[config.mk]
export PLATFORM = sky130hd
export DESIGN_NAME = holoblade_bridge
export DESIGN_NICKNAME = d
export VERILOG_FILES = /design/src/source/bridge_pkg.sv /design/src/source/spi_req_if.sv /design/src/source/holoblade_bridge.sv /design/src/source/uart_tx.sv /design/src/source/reply_fifo.sv /design/src/source/spi_master.sv /design/src/source/byte_pairer.sv /design/src/source/uart_rx.sv
export SDC_FILE = /design/constraint.sdc
export NUM_CORES = 1
export LEC_CHECK = 0
export ABC_AREA = 1
export ABC_CLOCK_PERIOD_IN_PS = 4000
export CORE_MARGIN = 2
export CORE_UTILIZATION = 60
export CTS_CLUSTER_SIZE = 40
export DETAILED_ROUTE_END_ITERATION = 10
export DONT_BUFFER_PORTS = 1
export GPL_TIMING_DRIVEN = 0
export PLACE_DENSITY = 0.76
export SLEW_MARGIN = 40
export SYNTH_ARGS = -nofsm -noshare
export SYNTH_HDL_FRONTEND = slang
export SYNTH_SLANG_ARGS = --single-unit
[constraint.sdc]
create_clock -name sys_clk -period 4 [get_ports sys_clk]
set_input_delay 0.2 -clock sys_clk [delete_from_list [all_inputs] [get_ports sys_clk]]
set_output_delay 0.2 -clock sys_clk [all_outputs]
set_load 0.02 [all_outputs]
[src/source/bridge_pkg.sv]
////////////////////////////////////////
// bridge package
// widths and types shared by the UART to SPI command bridge
////////////////////////////////////////

package bridge_pkg;

  // bits per UART character, no parity
  localparam int UART_DATA_BITS = 8;

  // one SPI frame is address byte then data byte
  localparam int SPI_FRAME_BITS = 16;

  // one byte on either link
  typedef logic [7:0] byte_t;

  // spi frame, seen as a raw shift word or as two bytes
  typedef union packed {
    // shifted out MSB first
    logic [SPI_FRAME_BITS-1:0] raw;
    // filled by the pairer
    struct packed {
      byte_t addr;
      byte_t data;
    } fields;
  } spi_frame_u;

endpackage
[src/source/spi_req_if.sv]
////////////////////////////////////////
// spi request interface
// transfer request from the pairer, status and reply from the master
////////////////////////////////////////

`timescale 1ns/1ps

interface spi_req_if;
  import bridge_pkg::*;

  // request side
  logic       start;
  spi_frame_u frame;
  // engine side
  logic       busy;
  byte_t      rx_byte;

  modport requester (output start, output frame);
  modport engine    (input start, input frame, output busy, output rx_byte);
  modport monitor   (input busy, input rx_byte);
endinterface

[src/source/holoblade_bridge.sv]
////////////////////////////////////////
// holoblade bridge top
// uart command bytes in, spi frames out, spi replies back over uart
////////////////////////////////////////

`timescale 1ns/1ps

module holoblade_bridge #(
  parameter int CLKS_PER_BIT = 434,
  parameter int SPI_CLK_DIV  = 2,
  parameter int FIFO_DEPTH   = 4
) (
  input  logic sys_clk,
  input  logic reset_all_cmd_w,
  input  logic uart_rx_i,
  input  logic spi_miso_i,
  output logic uart_tx_o,
  output logic spi_cs_n_o,
  output logic spi_sclk_o,
  output logic spi_mosi_o
);
  import bridge_pkg::*;

  logic  rx_valid_w;
  byte_t rx_byte_w;
  logic  fifo_empty_w;
  byte_t head_byte_w;
  logic  pop_w;

  spi_req_if spi_req_bus ();

  ////////////////////////////////////////
  // input side
  ////////////////////////////////////////

  uart_rx #(.CLKS_PER_BIT(CLKS_PER_BIT)) i_uart_rx (
    .sys_clk         (sys_clk),
    .reset_all_cmd_w (reset_all_cmd_w),
    .rx_serial_i     (uart_rx_i),
    .rx_valid_o      (rx_valid_w),
    .rx_byte_o       (rx_byte_w)
  );

  byte_pairer i_byte_pairer (
    .sys_clk         (sys_clk),
    .reset_all_cmd_w (reset_all_cmd_w),
    .rx_valid_i      (rx_valid_w),
    .rx_byte_i       (rx_byte_w),
    .spi_req         (spi_req_bus)
  );

  ////////////////////////////////////////
  // spi and reply path
  ////////////////////////////////////////

  spi_master #(.SPI_CLK_DIV(SPI_CLK_DIV)) i_spi_master (
    .sys_clk         (sys_clk),
    .reset_all_cmd_w (reset_all_cmd_w),
    .spi_req         (spi_req_bus),
    .spi_miso_i      (spi_miso_i),
    .spi_cs_n_o      (spi_cs_n_o),
    .spi_sclk_o      (spi_sclk_o),
    .spi_mosi_o      (spi_mosi_o)
  );

  reply_fifo #(.FIFO_DEPTH(FIFO_DEPTH)) i_reply_fifo (
    .sys_clk         (sys_clk),
    .reset_all_cmd_w (reset_all_cmd_w),
    .spi_mon         (spi_req_bus),
    .pop_i           (pop_w),
    .empty_o         (fifo_empty_w),
    .head_byte_o     (head_byte_w)
  );

  uart_tx #(.CLKS_PER_BIT(CLKS_PER_BIT)) i_uart_tx (
    .sys_clk         (sys_clk),
    .reset_all_cmd_w (reset_all_cmd_w),
    .empty_i         (fifo_empty_w),
    .head_byte_i     (head_byte_w),
    .pop_o           (pop_w),
    .tx_serial_o     (uart_tx_o)
  );

endmodule

[src/source/uart_tx.sv]
////////////////////////////////////////
// uart transmitter
// pops queued replies and sends them 8N1
////////////////////////////////////////

`timescale 1ns/1ps

module uart_tx #(
  parameter int CLKS_PER_BIT = 434
) (
  input  logic              sys_clk,
  input  logic              reset_all_cmd_w,
  input  logic              empty_i,
  input  bridge_pkg::byte_t head_byte_i,
  output logic              pop_o,
  output logic              tx_serial_o
);
  import bridge_pkg::*;

  localparam int CNT_W = $clog2(CLKS_PER_BIT);
  localparam int BIT_W = $clog2(UART_DATA_BITS);

  localparam logic [1:0] ST_IDLE  = 2'd0;
  localparam logic [1:0] ST_START = 2'd1;
  localparam logic [1:0] ST_DATA  = 2'd2;
  localparam logic [1:0] ST_STOP  = 2'd3;

  logic [1:0]       state_q;
  logic [CNT_W-1:0] clk_cnt_q;
  logic [BIT_W-1:0] bit_idx_q;
  logic             tx_q;
  byte_t            shift_q;
  logic             bit_end_w;

  assign bit_end_w = clk_cnt_q == CNT_W'(CLKS_PER_BIT - 1);
  // pop only from idle
  assign pop_o     = (state_q == ST_IDLE) && !empty_i;

  always_ff @(posedge sys_clk) begin
    if (reset_all_cmd_w) begin
      state_q   <= ST_IDLE;
      clk_cnt_q <= '0;
      bit_idx_q <= '0;
      tx_q      <= 1'b1;
    end else begin
      clk_cnt_q <= bit_end_w ? '0 : clk_cnt_q + 1'b1;
      case (state_q)
        ST_IDLE: begin
          clk_cnt_q <= '0;
          bit_idx_q <= '0;
          tx_q      <= !pop_o;
          if (pop_o) begin
            state_q <= ST_START;
          end
        end
        ST_START: begin
          if (bit_end_w) begin
            tx_q    <= shift_q[0];
            state_q <= ST_DATA;
          end
        end
        ST_DATA: begin
          if (bit_end_w) begin
            bit_idx_q <= bit_idx_q + 1'b1;
            // shift_q already moved on by one
            tx_q      <= shift_q[0];
            if (bit_idx_q == BIT_W'(UART_DATA_BITS - 1)) begin
              tx_q    <= 1'b1;
              state_q <= ST_STOP;
            end
          end
        end
        default: begin
          if (bit_end_w) begin
            state_q <= ST_IDLE;
          end
        end
      endcase
    end
  end

  // latch on pop, lsb first out
  always_ff @(posedge sys_clk) begin
    if (pop_o) begin
      shift_q <= head_byte_i;
    end else if (bit_end_w && (state_q == ST_START || state_q == ST_DATA)) begin
      shift_q <= {1'b0, shift_q[UART_DATA_BITS-1:1]};
    end
  end

  assign tx_serial_o = tx_q;

endmodule

[src/source/reply_fifo.sv]
////////////////////////////////////////
// reply fifo
// queues spi reply bytes for the uart transmitter
////////////////////////////////////////

`timescale 1ns/1ps

module reply_fifo #(
  parameter int FIFO_DEPTH = 4
) (
  input  logic              sys_clk,
  input  logic              reset_all_cmd_w,
  spi_req_if.monitor        spi_mon,
  input  logic              pop_i,
  output logic              empty_o,
  output bridge_pkg::byte_t head_byte_o
);
  import bridge_pkg::*;

  localparam int PTR_W = (FIFO_DEPTH > 1) ? $clog2(FIFO_DEPTH) : 1;
  localparam int CNT_W = $clog2(FIFO_DEPTH + 1);

  byte_t            mem_q [FIFO_DEPTH];
  logic [PTR_W-1:0] wr_ptr_q;
  logic [PTR_W-1:0] rd_ptr_q;
  logic [CNT_W-1:0] count_q;
  logic             busy_q;
  logic             fall_q;
  logic             full_w;
  logic             push_w;
  logic             pop_w;

  // circular pointer step
  function automatic logic [PTR_W-1:0] next_ptr(input logic [PTR_W-1:0] ptr);
    return (ptr == PTR_W'(FIFO_DEPTH - 1)) ? '0 : ptr + 1'b1;
  endfunction

  assign full_w  = count_q == CNT_W'(FIFO_DEPTH);
  assign empty_o = count_q == '0;
  // full fifo drops the reply
  assign push_w  = fall_q && !full_w;
  assign pop_w   = pop_i && !empty_o;

  always_ff @(posedge sys_clk) begin
    if (reset_all_cmd_w) begin
      busy_q   <= 1'b0;
      fall_q   <= 1'b0;
      wr_ptr_q <= '0;
      rd_ptr_q <= '0;
      count_q  <= '0;
    end else begin
      // busy falling edge marks a finished transfer
      busy_q <= spi_mon.busy;
      fall_q <= busy_q && !spi_mon.busy;
      if (push_w) begin
        wr_ptr_q <= next_ptr(wr_ptr_q);
      end
      if (pop_w) begin
        rd_ptr_q <= next_ptr(rd_ptr_q);
      end
      case ({push_w, pop_w})
        2'b10:   count_q <= count_q + 1'b1;
        2'b01:   count_q <= count_q - 1'b1;
        default: count_q <= count_q;
      endcase
    end
  end

  // storage
  always_ff @(posedge sys_clk) begin
    if (push_w) begin
      mem_q[wr_ptr_q] <= spi_mon.rx_byte;
    end
  end

  assign head_byte_o = mem_q[rd_ptr_q];

endmodule

[src/source/spi_master.sv]
////////////////////////////////////////
// spi master
// 16 bit mode 0 transfer, captures the returned byte
////////////////////////////////////////

`timescale 1ns/1ps

module spi_master #(
  parameter int SPI_CLK_DIV = 2
) (
  input  logic      sys_clk,
  input  logic      reset_all_cmd_w,
  spi_req_if.engine spi_req,
  input  logic      spi_miso_i,
  output logic      spi_cs_n_o,
  output logic      spi_sclk_o,
  output logic      spi_mosi_o
);
  import bridge_pkg::*;

  localparam int DIV_W  = $clog2(SPI_CLK_DIV + 1);
  localparam int EDGE_W = $clog2(2 * SPI_FRAME_BITS);

  logic                      busy_q;
  logic                      cs_n_q;
  logic                      sclk_q;
  logic                      mosi_q;
  logic [DIV_W-1:0]          div_cnt_q;
  logic [EDGE_W-1:0]         edge_cnt_q;
  logic [SPI_FRAME_BITS-1:0] tx_shift_q;
  byte_t                     rx_shift_q;
  logic                      half_done_w;

  // end of one sclk half period
  assign half_done_w = div_cnt_q == DIV_W'(SPI_CLK_DIV - 1);

  always_ff @(posedge sys_clk) begin
    if (reset_all_cmd_w) begin
      busy_q     <= 1'b0;
      cs_n_q     <= 1'b1;
      sclk_q     <= 1'b0;
      mosi_q     <= 1'b0;
      div_cnt_q  <= '0;
      edge_cnt_q <= '0;
    end else if (!busy_q) begin
      // start while busy never reaches here
      if (spi_req.start) begin
        busy_q     <= 1'b1;
        cs_n_q     <= 1'b0;
        // first bit ready before first rising edge
        mosi_q     <= spi_req.frame.raw[SPI_FRAME_BITS-1];
        div_cnt_q  <= '0;
        edge_cnt_q <= '0;
      end
    end else if (half_done_w) begin
      div_cnt_q  <= '0;
      sclk_q     <= ~sclk_q;
      edge_cnt_q <= edge_cnt_q + 1'b1;
      // falling edge, next bit out
      if (sclk_q) begin
        if (edge_cnt_q == EDGE_W'(2 * SPI_FRAME_BITS - 1)) begin
          // last falling edge closes the frame
          busy_q <= 1'b0;
          cs_n_q <= 1'b1;
          mosi_q <= 1'b0;
        end else begin
          mosi_q <= tx_shift_q[SPI_FRAME_BITS-2];
        end
      end
    end else begin
      div_cnt_q <= div_cnt_q + 1'b1;
    end
  end

  ////////////////////////////////////////
  // shift registers
  ////////////////////////////////////////

  always_ff @(posedge sys_clk) begin
    if (!busy_q && spi_req.start) begin
      tx_shift_q <= spi_req.frame.raw;
    end else if (busy_q && half_done_w && sclk_q) begin
      tx_shift_q <= {tx_shift_q[SPI_FRAME_BITS-2:0], 1'b0};
    end
    // miso sampled on rising edges, last 8 kept
    if (busy_q && half_done_w && !sclk_q) begin
      rx_shift_q <= {rx_shift_q[$bits(byte_t)-2:0], spi_miso_i};
    end
  end

  assign spi_req.busy    = busy_q;
  assign spi_req.rx_byte = rx_shift_q;
  assign spi_cs_n_o      = cs_n_q;
  assign spi_sclk_o      = sclk_q;
  assign spi_mosi_o      = mosi_q;

endmodule

[src/source/byte_pairer.sv]
////////////////////////////////////////
// byte pairer
// builds address/data frames from received bytes
////////////////////////////////////////

`timescale 1ns/1ps

module byte_pairer (
  input  logic              sys_clk,
  input  logic              reset_all_cmd_w,
  input  logic              rx_valid_i,
  input  bridge_pkg::byte_t rx_byte_i,
  spi_req_if.requester      spi_req
);
  import bridge_pkg::*;

  spi_frame_u frame_q;
  // high once the first byte of a pair is in
  logic       parity_q;
  logic       start_q;

  always_ff @(posedge sys_clk) begin
    if (reset_all_cmd_w) begin
      // back to first byte
      parity_q <= 1'b0;
      start_q  <= 1'b0;
    end else begin
      start_q <= 1'b0;
      if (rx_valid_i) begin
        parity_q <= ~parity_q;
        // second byte completes the pair
        start_q  <= parity_q;
      end
    end
  end

  // old data slides into address, new byte lands in data
  always_ff @(posedge sys_clk) begin
    if (rx_valid_i) begin
      frame_q.fields.addr <= frame_q.fields.data;
      frame_q.fields.data <= rx_byte_i;
    end
  end

  // frame settles on the same edge that raises start
  assign spi_req.start = start_q;
  assign spi_req.frame = frame_q;

endmodule

[src/source/uart_rx.sv]
////////////////////////////////////////
// uart receiver
// oversampled 8N1 receive, byte plus one-cycle valid
////////////////////////////////////////

`timescale 1ns/1ps

module uart_rx #(
  parameter int CLKS_PER_BIT = 434
) (
  input  logic              sys_clk,
  input  logic              reset_all_cmd_w,
  input  logic              rx_serial_i,
  output logic              rx_valid_o,
  output bridge_pkg::byte_t rx_byte_o
);
  import bridge_pkg::*;

  localparam int CNT_W = $clog2(CLKS_PER_BIT);
  localparam int BIT_W = $clog2(UART_DATA_BITS);

  // fsm states
  localparam logic [1:0] ST_IDLE  = 2'd0;
  localparam logic [1:0] ST_START = 2'd1;
  localparam logic [1:0] ST_DATA  = 2'd2;
  localparam logic [1:0] ST_STOP  = 2'd3;

  logic [1:0]       sync_q;
  logic [1:0]       state_q;
  logic [CNT_W-1:0] clk_cnt_q;
  logic [BIT_W-1:0] bit_idx_q;
  logic             valid_q;
  byte_t            shift_q;
  logic             line_w;
  logic             bit_end_w;

  // two flop synchronizer output
  assign line_w    = sync_q[1];
  // middle of a data or stop bit
  assign bit_end_w = clk_cnt_q == CNT_W'(CLKS_PER_BIT - 1);

  always_ff @(posedge sys_clk) begin
    if (reset_all_cmd_w) begin
      // line idles high
      sync_q    <= 2'b11;
      state_q   <= ST_IDLE;
      clk_cnt_q <= '0;
      bit_idx_q <= '0;
      valid_q   <= 1'b0;
    end else begin
      sync_q    <= {sync_q[0], rx_serial_i};
      valid_q   <= 1'b0;
      clk_cnt_q <= clk_cnt_q + 1'b1;
      case (state_q)
        ST_IDLE: begin
          clk_cnt_q <= '0;
          bit_idx_q <= '0;
          if (!line_w) begin
            state_q <= ST_START;
          end
        end
        ST_START: begin
          // half a bit in, recheck start bit
          if (clk_cnt_q == CNT_W'((CLKS_PER_BIT - 1) / 2)) begin
            clk_cnt_q <= '0;
            state_q   <= line_w ? ST_IDLE : ST_DATA;
          end
        end
        ST_DATA: begin
          if (bit_end_w) begin
            clk_cnt_q <= '0;
            bit_idx_q <= bit_idx_q + 1'b1;
            if (bit_idx_q == BIT_W'(UART_DATA_BITS - 1)) begin
              state_q <= ST_STOP;
            end
          end
        end
        default: begin
          // stop bit must be high, else framing error and byte dropped
          if (bit_end_w) begin
            valid_q <= line_w;
            state_q <= ST_IDLE;
          end
        end
      endcase
    end
  end

  // lsb first, sampled mid bit
  always_ff @(posedge sys_clk) begin
    if (state_q == ST_DATA && bit_end_w) begin
      shift_q <= {line_w, shift_q[UART_DATA_BITS-1:1]};
    end
  end

  assign rx_valid_o = valid_q;
  assign rx_byte_o  = shift_q;

endmodule

# After elaboration in Yosys (flattened, before gate mapping)
# Memories as Yosys holds them, arrays and structs flattened. A register that Yosys moved wholly into a read port is not among the register bits.
# Index checks and enable logic that the tools add are counted.
# totals
regBits	109
n_memories	1
latchBits	0
output_inout_bits	4
inputBits	4
word_cells	165
mem_bits_rw	32
mem_bits_ro	0
# op_classes
shift	0
bitwise	4
magnitude_cmp	0
muxes	56
add_sub_neg	10
div_mod_pow	0
eq_ne	27
reduce_logical	40
mul	0
# memory_table
memory	depth	width	rd	rd_clocked_by_memory_dff	write_ports	line_no	text
i_reply_fifo.mem_q	4	8	1	1	1	reply_fifo.sv:23	byte_t mem_q [FIFO_DEPTH];
# op_table
cell	count
two-way mux 2 bit	18
two-way mux 15 bit	2
one-hot mux 9 bit (3 select lines)	1
two-way mux 1 bit	20
adder 9 x 1 -> 9 bit (second input constant)	2
equality test 9 bit (second input constant)	2
two-way mux 9 bit	2
one-hot mux 3 bit (2 select lines)	3
two-way mux 8 bit	2
two-way mux 5 bit	3
nonzero test 2 bit	7
!= test 2 x 1 -> 1 bit (second input constant)	6
one-hot mux 2 bit (3 select lines)	2
equality test 2 bit (second input constant)	5
logical AND 1 bit	10
!= test 2 bit (second input constant)	5
AND reduction 5 bit	2
adder 3 x 1 -> 3 bit (second input constant)	3
equality test 3 bit (second input constant)	3
equality test 9 x 8 -> 1 bit (second input constant)	1
equality test 2 x 1 -> 1 bit (second input constant)	4
AND reduction 2 bit	4
adder 2 x 1 -> 2 bit (second input constant)	3
two-way mux 3 bit	2
15 further kinds	25

# Depth between registers and ports, before layout
# Gate-level depths: netlist of run 1.
# depth
depth_word	6
mapped_depth	12
ltp_nobuf	11

# Hierarchy
# Synthesis of run 1 repeated with hierarchy kept, for this count alone.
# hier_totals
hier_cells	585
area_unflattened_um2	5992.0
# modules_own_cells
mod	area_each_um2	cells_each	n_inst
reply_fifo	1750.4	153	1
spi_master	1438.9	147	1
uart_tx	1129.8	137	1
uart_rx	1127.3	124	1
byte_pairer	545.5	24	1

# Worst setup path before layout of run 1
# No wires, ideal clock.
# synth_timing
path_type	register -> register
startpoint	register i_uart_tx.state_q[0]
endpoint	register i_reply_fifo.count_q[2]
required_ns	3.878
path_stages_with_launch	13
path_slack_ns	1.981
arrival_time_ns	1.897
synth_period_minus_slack_ns	2.019
setup_time_ns	0.122
cell_sequence	dfxtp_1 > inv_1 > ha_1 > nand2_2 > inv_2 > buf_6 > ha_1 > inv_1 > fa_1 > a21oi_1 > o21ai_0 > o21ai_0 > a21oi_1
# synth_between
elab_chain_len	5
elab_cells_between_ends	7
classes_between	eq/ne: 2; mux: 1; reduce/logical: 4
# synth_rtl
item	line_no	text
from (decl)	uart_tx.sv:28	logic [1:0] state_q;
from (signal assigned)	uart_tx.sv:41	state_q <= ST_IDLE;
from (signal assigned)	uart_tx.sv:53	state_q <= ST_START;
from (signal assigned)	uart_tx.sv:59	state_q <= ST_DATA;
logical NOT 2 bit *	uart_tx.sv:37	assign pop_o = (state_q == ST_IDLE) && !empty_i;
logical AND 1 bit *	uart_tx.sv:37	
logical AND 1 bit *	reply_fifo.sv:42	assign pop_w = pop_i && !empty_o;
equality test 2 x 1 -> 1 bit or equality test 2 bit (tied branches)	reply_fifo.sv:61	case ({push_w, pop_w})
one-hot mux 3 bit (2 select lines) or nonzero test 2 bit (tied branches)	-	
to (signal assigned)	reply_fifo.sv:62	2'b10: count_q <= count_q + 1'b1;
to (signal assigned)	reply_fifo.sv:63	2'b01: count_q <= count_q - 1'b1;
to (signal assigned)	reply_fifo.sv:64	default: count_q <= count_q;
to (decl)	reply_fifo.sv:26	logic [CNT_W-1:0] count_q;
# Mark *: on every way between the ends. The rest lies on a longest branch, timed or not.
# A chain may end at the register's enable or synchronous reset.

# Worst setup path in the final report of run 1
# Same ends and word-level chain as after synthesis.

==> results.toml, run 1 <==
[grt]
grt_use_total_pct = 22.3
grt_pass1_vias = 3838
grt_max_degree = 19
grt_pass1_wl_mm = 17.6
number_of_antenna_violations_at_the_first_check_in_global_routing = 0
grt_remaining_overflow = 0

[worst_hold_path]
worstHoldStart = "reset_all_cmd_w"
min_path_cells = 2
hp-class = "in2reg"

[cells_and_area]
layout-area-overhead-vs-synth_pct = 14.1
fin_nets = 601
finish.instance_area_um2 = 6640
antenna_cells = 0
drive_gt1_share_pct = 12.2

[floorplan]
fp.dieArea_um2 = 10500
fp-row-count = 35
fp.dieH_um = 102
start_util_pct = 62.4
dieWidth_um = 102
ios = 8
design.core.area_um2 = 9330

[sta]
finalWorstSetupSlack_ps = 1670
worst_clock_skew_ps = 10.2
final-setup-viol-count = 0
max_slew.worst_pin.slew_ps = 774
min_period_over_period_pct = 58.3
finalHoldViolations = 0
tns_ps = 0
rsz0062_at_grt = "no"
fin_crit_ps = 2330
relSlewSlack_pct = 48.3
slew_limit_fails = 0
fmax_mhz = 429

[cts]
cts.clk_slew.worst_paths_ps = 70
cts_made_buffers = 17
cts.sink_count = 143
cts_tree = "done"
cts_htree_levels = 4
clockBufferDepth = 2
ctsResizeCount = 0
clock-root-buffer = "sky130_fd_sc_hd__clkbuf_8"
clock_insertion_delay_worst_skew_ps = 520

[route]
antenna_violating_nets_left = 0
dr.pass1.iters = 5
routed_via_density = 5.21
drc_errors = 0
via_count = 3739
detailedRoute.firstIterationViolations = 124
postRouteWirelength_mm = 10.2
routedWlPerCell_um = 14.2

[placement]
post-dp-hpwl_mm = 6.71
postPlaceCellArea_um2 = 5980
routabilityCongestion = 0.819
place_ws_ps = 1690
io_buffer_count = 0

[synth]
post_synth_edffs = 87
synth.most_common_cell = "sky130_fd_sc_hd__nand2_1"
ys_seq_elements = 143
synthFlopType = "sky130_fd_sc_hd__edfxtp_1"
ys.warnings.count = 0
synthCells = 554
post_synth_instance_area_um2 = 5820
synth.yosys.seq_area_share_pct = 64.2
asyncSetResetFlopFracSynth_pct = 0
synth_commonest_cells = "sky130_fd_sc_hd__nand2_1, sky130_fd_sc_hd__edfxtp_1, sky130_fd_sc_hd__nor2_1"
synth_top_area_share_pct = 44.9
synth_cell_type_count = 41
cell_type_with_the_largest_total_area_after_synthesis = "sky130_fd_sc_hd__edfxtp_1"
syn_avg_cell_area_um2 = 10.5
yosys-top-cells-area = "sky130_fd_sc_hd__edfxtp_1, sky130_fd_sc_hd__dfxtp_1, sky130_fd_sc_hd__nand2_1"
mappedNetlistNets = 580

[pwr]
power.density_nw_per_um2 = 662
totalPowerFinal_w = 0.00440
max-vdd-ir-drop_mv = 0.340
p_leak_nw = 2.57

[worst_setup_path]
setup.worst_path.start_class = "register"
timing.setup.critical_path_class = "reg2reg"
crit_path_end_kind = "register"
timing.critical_path.required_ps = 4400
worst_r2r_path_depth = 12
launching_element_of_the_worst_setup_path = "i_uart_tx.state_q[0]$_SDFFE_PP0P_"
worst_ep_arrival_time_ps = 2730
timing.rr.start = "i_uart_tx.state_q[0]$_SDFFE_PP0P_"
cp_max_fo = 10

[job]
max_cap_violations = 0

[run_status]
outcome = "finished clean"
path summary, 6_finish.rpt:
kind / end / slack (ps)
max: i_reply_fifo.count_q[2]$_SDFFE_PP0P_ / 1670
min: i_reply_fifo.wr_ptr_q[0]$_SDFFE_PP0P_ / 30
max reg2reg: i_reply_fifo.count_q[2]$_SDFFE_PP0P_ / 1670
min reg2reg: i_reply_fifo.fall_q$_SDFF_PP0_ / 410
timing repair:
item                      in CTS  in global routing
hold buffers                   2                  0
buffers inserted               0                  0
hold endpoints to repair       2                  0
logic make-up (layout without fill, tap and decap cells):
| family | after synthesis | after routing | synth area share (%) |
|---|---|---|---|
| xor gates and xnor gates | 5 | 5 | 0.753 |
| adders and majority gates | 22 | 22 | 4.86 |
| and+or+nand+nor | 241 | 241 | 18.2 |
| AOI/OAI and AO/OA | 80 | 80 | 7.59 |
| DFF | 143 | 143 | 64.2 |
| buffers and inverters | 63 | 97 | 4.41 |
layer usage:
layer | vias up | track usage [%] | part of all wire (%)
met5 | - | 0 | 0
li1 | 1904 | - | -
met2 | 45 | 38.8 | 52
met1 | 1781 | 26.6 | 44
met4 | 0 | 7.08 | 0.91
met3 | 9 | 6.70 | 3.4
worst max-delay path, stage by stage (launching register included):
cell and delay [ps]:
sky130_fd_sc_hd__dfxtp_1 340, sky130_fd_sc_hd__inv_1 90, sky130_fd_sc_hd__ha_1 230, sky130_fd_sc_hd__nand2_2 110, sky130_fd_sc_hd__inv_2 170, sky130_fd_sc_hd__buf_6 170
sky130_fd_sc_hd__ha_1 140, sky130_fd_sc_hd__inv_1 70, sky130_fd_sc_hd__fa_1 380, sky130_fd_sc_hd__a21oi_1 140, sky130_fd_sc_hd__o21ai_0 120, sky130_fd_sc_hd__o21ai_0 200
sky130_fd_sc_hd__a21oi_1 60
power by group:
part	switching, W	leakage [nW]	internal [W]
Combinational	0.000619	1.02	0.000321
Clock	0.000683	0.313	0.000991
Sequential	0.0000702	1.24	0.00171
Total	0.00137	2.57	0.00302
flip-flops by register name (all words and copies together) (netlist names), 2 cells and up, named ones only:
name / flops
i_uart_tx.state_q: 2
i_spi_master.spi_req.rx_byte: 8
i_spi_master.edge_cnt_q: 5
i_spi_master.tx_shift_q: 15
i_uart_rx.bit_idx_q: 3
i_reply_fifo.mem_q: 32
i_reply_fifo.rd_ptr_q: 2
i_reply_fifo.count_q: 3
i_uart_rx.clk_cnt_q: 9
i_uart_tx.shift_q: 8
i_byte_pairer.spi_req.frame: 16
i_spi_master.div_cnt_q: 2
i_uart_rx.sync_q: 2
i_uart_rx.rx_byte_o: 8
i_uart_tx.clk_cnt_q: 9
i_uart_tx.bit_idx_q: 3
i_uart_rx.state_q: 2
i_reply_fifo.wr_ptr_q: 2
cell type report:
| type | instances | area (um2) |
|---|---|---|
| plain buffers | 12 | 65.1 |
| clock buffers | 17 | 414 |
| clock inverters | 15 | 218 |
| fillers | 650 | 2690 |
| inverters | 51 | 191 |
| multi-input cells | 348 | 1830 |
| flip-flops and latches | 143 | 3730 |
| well taps | 129 | 161 |
| repair buffers | 2 | 20.0 |
through the flow:
| step | util, % | std cells | hold WS (ps) |
|---|---|---|---|
| floorplan | - | 554 | 299 |
| detailed placement | 64.1 | 683 | 299 |
| CTS | 71.1 | 717 | 18.0 |
| global route | 71.2 | 717 | 20.4 |
| global placement | 64.1 | 683 | 299 |
| finish | 71.2 | 717 | 29.3 |
placed cells by master (no fill, tap or decap), types with 3 or more instances in the layout:
master and count:
sky130_fd_sc_hd__nand2_1 102, sky130_fd_sc_hd__edfxtp_1 87, sky130_fd_sc_hd__nor2_1 85, sky130_fd_sc_hd__dfxtp_1 56, sky130_fd_sc_hd__inv_1 46, sky130_fd_sc_hd__o21ai_0 33, sky130_fd_sc_hd__a21oi_1 29, sky130_fd_sc_hd__ha_1 21
sky130_fd_sc_hd__nand3_1 18, sky130_fd_sc_hd__clkbuf_16 16, sky130_fd_sc_hd__a31oi_1 8, sky130_fd_sc_hd__buf_2 7, sky130_fd_sc_hd__nand2_2 6, sky130_fd_sc_hd__inv_8 6, sky130_fd_sc_hd__nor2_2 5, sky130_fd_sc_hd__nand3_2 5
sky130_fd_sc_hd__xor2_1 5, sky130_fd_sc_hd__inv_6 5, sky130_fd_sc_hd__inv_2 4, sky130_fd_sc_hd__nand2_4 3, sky130_fd_sc_hd__nand4_1 3, sky130_fd_sc_hd__or2_2 3, sky130_fd_sc_hd__nor3_1 3, sky130_fd_sc_hd__bufinv_16 3
Note: power is estimated with default switching activity, not from simulation.
==> run 2: changes to the inputs <==
Settings changed: ABC_AREA 1 to 0, ABC_CLOCK_PERIOD_IN_PS 4000 to 2200.
Clock period 4 ns to 2.2 ns, I/O delays scaled along.
==> results.toml, run 2 <==
[run_status]
outcome = "finished clean"

[cts]
cts_htree_levels = 4
clockBufferDepth = 2
cts_tree = "done"
cts.clk_slew.worst_paths_ps = 60
cts.sink_count = 143
clock_insertion_delay_worst_skew_ps = 510
clock-root-buffer = "sky130_fd_sc_hd__clkbuf_8"
cts_made_buffers = 17

[worst_hold_path]
worstHoldStart = "reset_all_cmd_w"
hp-class = "in2reg"
min_path_cells = 3
destination_of_the_worst_hold_path = "i_uart_rx.clk_cnt_q[5]$_SDFF_PP0_"

[floorplan]
fp.dieArea_um2 = 10300
start_util_pct = 61.8
fp-row-count = 35
design.core.area_um2 = 9240
ios = 8
dieWidth_um = 102
fp.dieH_um = 102

[worst_setup_path]
crit_path_end_kind = "register"
critical_path.most_common_cell = "sky130_fd_sc_hd__inv_1"
worst_r2r_path_depth = 9
regToRegSetupSlack_ps = 100
worst_path_max_delay_cell = "sky130_fd_sc_hd__dfxtp_1"
cp_max_fo = 7
timing.critical_path.buf_inv = 3
worst_path_dominant_cell_family = "adder cells"
crit_chain = "inv_1 -> a31oi_4 -> inv_1 -> ha_4 -> inv_1 -> fa_1 -> xor2_1 -> or3_1 -> a21oi_2"
setup.worst_path.start_class = "register"
cpPeakStageDelay_ps = 370
timing.rr.start = "i_reply_fifo.count_q[0]$_SDFFE_PP0P_"
worst_ep_arrival_time_ps = 2540
timing.setup.critical_path_class = "reg2reg"
worstReg2RegEnd = "i_reply_fifo.count_q[2]$_SDFFE_PP0P_"
timing.critical_path.required_ps = 2640

[grt]
grt_pass1_vias = 3300
grt_remaining_overflow = 0
grt_use_total_pct = 20.1
grt_max_degree = 19
number_of_antenna_violations_at_the_first_check_in_global_routing = 0
grt_pass1_wl_mm = 15.5

[synth]
yosys-top-cells-area = "sky130_fd_sc_hd__edfxtp_1, sky130_fd_sc_hd__dfxtp_1, sky130_fd_sc_hd__ha_1"
mappedNetlistNets = 478
synth_commonest_cells = "sky130_fd_sc_hd__edfxtp_1, sky130_fd_sc_hd__nand2_1, sky130_fd_sc_hd__dfxtp_1"
cell_type_with_the_largest_total_area_after_synthesis = "sky130_fd_sc_hd__edfxtp_1"
synth_cell_type_count = 53
synth.most_common_cell = "sky130_fd_sc_hd__edfxtp_1"
synth_compound_gate_area_share_pct = 5.44
synthCells = 452
synthAdderAreaFrac_pct = 4.95
ys.warnings.count = 0
synth-simple-area-share_pct = 14.0
post_synth_instance_area_um2 = 5710
synth_top_area_share_pct = 45.8
ys_seq_elements = 143
synth_mux_area_share_pct = 5.04
synth-xor-area-share_pct = 2.76
synth.yosys.seq_area_share_pct = 65.4
post_synth_edffs = 87
synthFlopType = "sky130_fd_sc_hd__edfxtp_1"
asyncSetResetFlopFracSynth_pct = 0
syn_avg_cell_area_um2 = 12.6
largest_family_of_logic_cells_by_synthesized_area = "simple AND/OR/NAND/NOR gates"

[sta]
tns_ps = 0
fin_crit_ps = 2100
worst_clock_skew_ps = 8.19
finalWorstSetupSlack_ps = 98.2
fmax_mhz = 476
min_period_over_period_pct = 95.5
finalHoldViolations = 0
final-setup-viol-count = 0
relSlewSlack_pct = 48.0
slew_limit_fails = 0
max_slew.worst_pin.slew_ps = 778

[cells_and_area]
finish.instance_area_um2 = 6590
finish.cell_count_without_fillers = 621
top_register = "i_reply_fifo.mem_q"
layout-area-overhead-vs-synth_pct = 15.4
largest_reg_flops = 32
drive_gt1_share_pct = 13.8
most_frequent_cells_in_the_layout = "sky130_fd_sc_hd__edfxtp_1, sky130_fd_sc_hd__nand2_1, sky130_fd_sc_hd__dfxtp_1"
antenna_cells = 0
commonest_non_fill_non_tap_cell_in_the_layout = "sky130_fd_sc_hd__edfxtp_1"
fin_nets = 505

[placement]
io_buffer_count = 0
place.detailed.instances = 581
post-dp-hpwl_mm = 5.98
routabilityCongestion = 0.798
place_ws_ps = -254
postPlaceCellArea_um2 = 5910

[pwr]
power.density_nw_per_um2 = 912
p_leak_nw = 2.21
totalPowerFinal_w = 0.00601
max-vdd-ir-drop_mv = 0.539

[route]
detailedRoute.firstIterationViolations = 190
via_count = 3377
routed_via_density = 5.44
drc_errors = 0
postRouteWirelength_mm = 9.49
antenna_violating_nets_left = 0
routedWlPerCell_um = 15.3
dr.pass1.iters = 4

[job]
max_cap_violations = 0
-- run 2: cell count changes in the layout (fill, tap and decap cells not counted), sizes merged, moves of 8 or more --
cell / before / now
xnor2: 0 / 10
nand2: 111 / 67
nor2: 91 / 41
mux4: 0 / 8
clkbuf: 19 / 29
nand3: 23 / 9
a21oi: 29 / 16
o21ai: 36 / 9
inv: 61 / 24
-- run 2: metrics by stage --
stage	hold WS, ps	utilization, %
after CTS	13.4	70.9
after global placement	209	63.7
after floorplan	209	-
after global routing	54.8	71.3
final	35.2	71.3
after detailed placement	209	63.9
-- run 2: worst max path at each step --
| stage | from | slack (ps) | to | cells past startpoint |
|---|---|---|---|---|
| 6_report | i_reply_fifo.count_q[0]$_SDFFE_PP0P_ | 100 | i_reply_fifo.count_q[2]$_SDFFE_PP0P_ | 9 |
| 5_1_grt | i_reply_fifo.count_q[0]$_SDFFE_PP0P_ | -30 | i_reply_fifo.count_q[2]$_SDFFE_PP0P_ | 9 |
| 4_1_cts | i_uart_tx.state_q[0]$_SDFFE_PP0P_ | -6 | i_reply_fifo.count_q[2]$_SDFFE_PP0P_ | 11 |
| 3_5_place_dp | i_uart_tx.state_q[0]$_SDFFE_PP0P_ | -250 | i_reply_fifo.count_q[2]$_SDFFE_PP0P_ | 11 |
| 3_3_place_gp | i_spi_master.spi_req.busy$_SDFF_PP0_ | -440 | i_spi_master.tx_shift_q[4]$_DFFE_PP_ | 3 |
| 2_1_floorplan | i_uart_tx.state_q[0]$_SDFFE_PP0P_ | 20 | i_reply_fifo.count_q[2]$_SDFFE_PP0P_ | 11 |
-- run 2: report_power, final --
part | internal (W) | switching (W) | total (W)
sequential | 0.00289 | 0.0000417 | 0.00293
combinational | 0.000217 | 0.000237 | 0.000455
clock | 0.00152 | 0.00111 | 0.00263
-- run 2: worst reg2reg max path, stage by stage, from the launching register on --
cell                      delay, ps
sky130_fd_sc_hd__dfxtp_1        370
sky130_fd_sc_hd__inv_1          160
sky130_fd_sc_hd__a31oi_4        160
sky130_fd_sc_hd__inv_1          130
sky130_fd_sc_hd__ha_4           140
sky130_fd_sc_hd__inv_1           40
sky130_fd_sc_hd__fa_1           370
sky130_fd_sc_hd__xor2_1         170
sky130_fd_sc_hd__or3_1          340
sky130_fd_sc_hd__a21oi_2        140
-- run 2: repair_timing --
item	CTS	global route
hold buffers	6	0
endpoints found under the hold margin	8	0
gates resized for setup	9	6
pin swaps	1	2
setup endpoints to repair	10	10
buffers inserted	2	1
-- run 2: area by class of cell --
type / instances / area (um2)
inverters: 19 / 73.8
fillers: 607 / 2650
clock buffers: 18 / 418
well taps: 129 / 161
repair buffers: 9 / 82.6
plain buffers: 15 / 58.8
multi-input cells: 274 / 1930
flip-flops and latches: 143 / 3740
clock inverters: 14 / 130
-- run 2: cells by family after synthesis --
group / Yosys count
compound gates: 48
mux: 18
flops: 143
xor+xnor: 18
buf+inv: 35
fa+ha+maj: 22
simple gates: 168
-- run 2: metal layers --
| layer | share of wire (%) | up-vias | global-route usage (%) |
|---|---|---|---|
| met4 | 1.3 | 0 | 7.17 |
| met5 | 0 | - | 0 |
| li1 | - | 1667 | - |
| met1 | 45 | 1649 | 26.1 |
| met3 | 3.2 | 9 | 5.73 |
| met2 | 50 | 52 | 32.4 |
==> run 3: changes to the inputs <==
Settings changed: ABC_CLOCK_PERIOD_IN_PS 2200 to 2600.
Clock period 2.2 ns to 2.6 ns, I/O delays scaled along.
==> results.toml, run 3 (synthesis results as in run 2) <==
[sta]
final-setup-viol-count = 0
finalHoldViolations = 0
fmax_mhz = 412
minimum_hold_slack_ps = 26.2
min_period_over_period_pct = 93.4
fin_crit_ps = 2430
max_slew.worst_pin.slew_ps = 780
slew_limit_fails = 0
relSlewSlack_pct = 47.9
worst_clock_skew_ps = 5.83
rsz0062_at_grt = "no"

[worst_setup_path]
cp_max_fo = 14
worstReg2RegEnd = "i_reply_fifo.count_q[2]$_SDFFE_PP0P_"
worst_ep_arrival_time_ps = 2880
crit_path_end_kind = "register"
timing.critical_path.required_ps = 3050
worst_r2r_path_depth = 10
setup.worst_path.start_class = "register"
timing.critical_path.to = "i_reply_fifo.count_q[2]$_SDFFE_PP0P_"
timing.rr.start = "i_uart_tx.state_q[0]$_SDFFE_PP0P_"
launching_element_of_the_worst_setup_path = "i_uart_tx.state_q[0]$_SDFFE_PP0P_"
timing.setup.critical_path_class = "reg2reg"
regToRegSetupSlack_ps = 170

[cells_and_area]
num-fill-cells = 618
fin_nets = 499
antenna_cells = 0
layout-area-overhead-vs-synth_pct = 13.8
finish.instance_area_um2 = 6500
most_frequent_cells_in_the_layout = "sky130_fd_sc_hd__edfxtp_1, sky130_fd_sc_hd__nand2_1, sky130_fd_sc_hd__dfxtp_1"
top_register = "i_reply_fifo.mem_q"
largest_reg_flops = 32
commonest_non_fill_non_tap_cell_in_the_layout = "sky130_fd_sc_hd__edfxtp_1"
drive_gt1_share_pct = 11.5

[placement]
post-dp-hpwl_mm = 6.16
io_buffer_count = 0
postPlaceCellArea_um2 = 5890
routabilityCongestion = 0.795

[floorplan]
fp.dieArea_um2 = 10300
fp-row-count = 35
dieWidth_um = 102
fp.dieH_um = 102
start_util_pct = 61.8
design.core.area_um2 = 9240
ios = 8

[cts]
cts_htree_levels = 4
cts_tree = "done"
clock_insertion_delay_worst_skew_ps = 520
clock-root-buffer = "sky130_fd_sc_hd__clkbuf_8"
clockBufferDepth = 2
cts.sink_count = 143
cts_made_buffers = 17
cts.clk_slew.worst_paths_ps = 60

[route]
via_count = 3368
dr.pass1.iters = 4
detailedRoute.firstIterationViolations = 170
routedWlPerCell_um = 15.9
routed_via_density = 5.48
postRouteWirelength_mm = 9.78
antenna_violating_nets_left = 0
drc_errors = 0

[grt]
grt_pass1_wl_mm = 16.1
grt_max_degree = 19
grt_remaining_overflow = 0
grt_pass1_vias = 3349
number_of_antenna_violations_at_the_first_check_in_global_routing = 0
grt_use_total_pct = 20.8

[pwr]
p_leak_nw = 2.18
max-vdd-ir-drop_mv = 0.609
power.density_nw_per_um2 = 784

[job]
max_cap_violations = 0

[run_status]
outcome = "finished clean"

[worst_hold_path]
hp-class = "in2reg"
min_path_cells = 2
## run 3: cell types whose count changed in the layout (fill, tap and decap cells not counted), sizes merged
cell,delta
buf,-3
bufinv,+1
clkbuf,+1
clkinvlp,+2
dlygate4sd3,-3
inv,-4
## run 3: worst min path at each step
stage                    startpoint                                         to
finish              reset_all_cmd_w    i_spi_master.edge_cnt_q[1]$_SDFFE_PP0P_
global route        reset_all_cmd_w    i_spi_master.edge_cnt_q[4]$_SDFFE_PP0P_
CTS                 reset_all_cmd_w    i_spi_master.edge_cnt_q[2]$_SDFFE_PP0P_
detailed placement       spi_miso_i  i_spi_master.spi_req.rx_byte[0]$_DFFE_PP_
global placement         spi_miso_i  i_spi_master.spi_req.rx_byte[0]$_DFFE_PP_
floorplan                spi_miso_i  i_spi_master.spi_req.rx_byte[0]$_DFFE_PP_
## run 3: routing by layer
| metal | up-vias | wire, um | part of all wire, % | track usage, % |
|---|---|---|---|---|
| met2 | 38 | 4910 | 50 | 34.1 |
| met4 | 0 | 93 | 0.95 | 6.34 |
| met3 | 7 | 275 | 2.8 | 7.38 |
| met5 | - | 0 | 0 | 0 |
| li1 | 1663 | - | - | - |
| met1 | 1660 | 4500 | 46 | 26.2 |
## run 3: repair_timing
action	in CTS	in global routing
endpoints found under the hold margin	5	0
resized for setup	2	2
setup buffers	0	0
hold buffers	3	0
setup endpoints to repair	1	1
pin swaps	0	0
## run 3: area by class of cell
class,count,area (um2),area share [%]
Sequential cell,143,3730,57.5
Tap cell,129,161,2.48
Clock inverter,13,139,2.14
Clock buffer,19,422,6.49
Multi-Input combinational cell,274,1880,28.9
Buffer,15,58.8,0.905
Timing Repair Buffer,3,30.0,0.462
Inverter,19,71.3,1.10
## run 3: power breakdown
| group | switching [W] | total (W) | internal (W) |
|---|---|---|---|
| Combinational | 0.000180 | 0.000334 | 0.000154 |
| Sequential | 0.0000340 | 0.00248 | 0.00244 |
| Clock | 0.000920 | 0.00228 | 0.00136 |
## run 3: critical path, cell delays in order, from the launching register on
cell and delay [ps]:
sky130_fd_sc_hd__dfxtp_1 350, sky130_fd_sc_hd__inv_1 120, sky130_fd_sc_hd__ha_2 260, sky130_fd_sc_hd__o31ai_4 180, sky130_fd_sc_hd__inv_1 160, sky130_fd_sc_hd__ha_1 200
sky130_fd_sc_hd__inv_1 60, sky130_fd_sc_hd__fa_1 370, sky130_fd_sc_hd__xor2_1 160, sky130_fd_sc_hd__or3_1 330, sky130_fd_sc_hd__a21oi_1 160
## run 3: stage by stage
step	util [%]	TNS (ps)	setup WS (ps)	total power, W	cells
floorplan	-	0	312	0.00278	452
global route	70.3	0	59.6	0.00528	615
global placement	63.5	-291	-19.8	0.00283	581
finish	70.3	0	171	0.00510	615
detailed placement	63.7	-36.0	-36.0	0.00284	581
CTS	70.2	0	33.5	0.00513	616
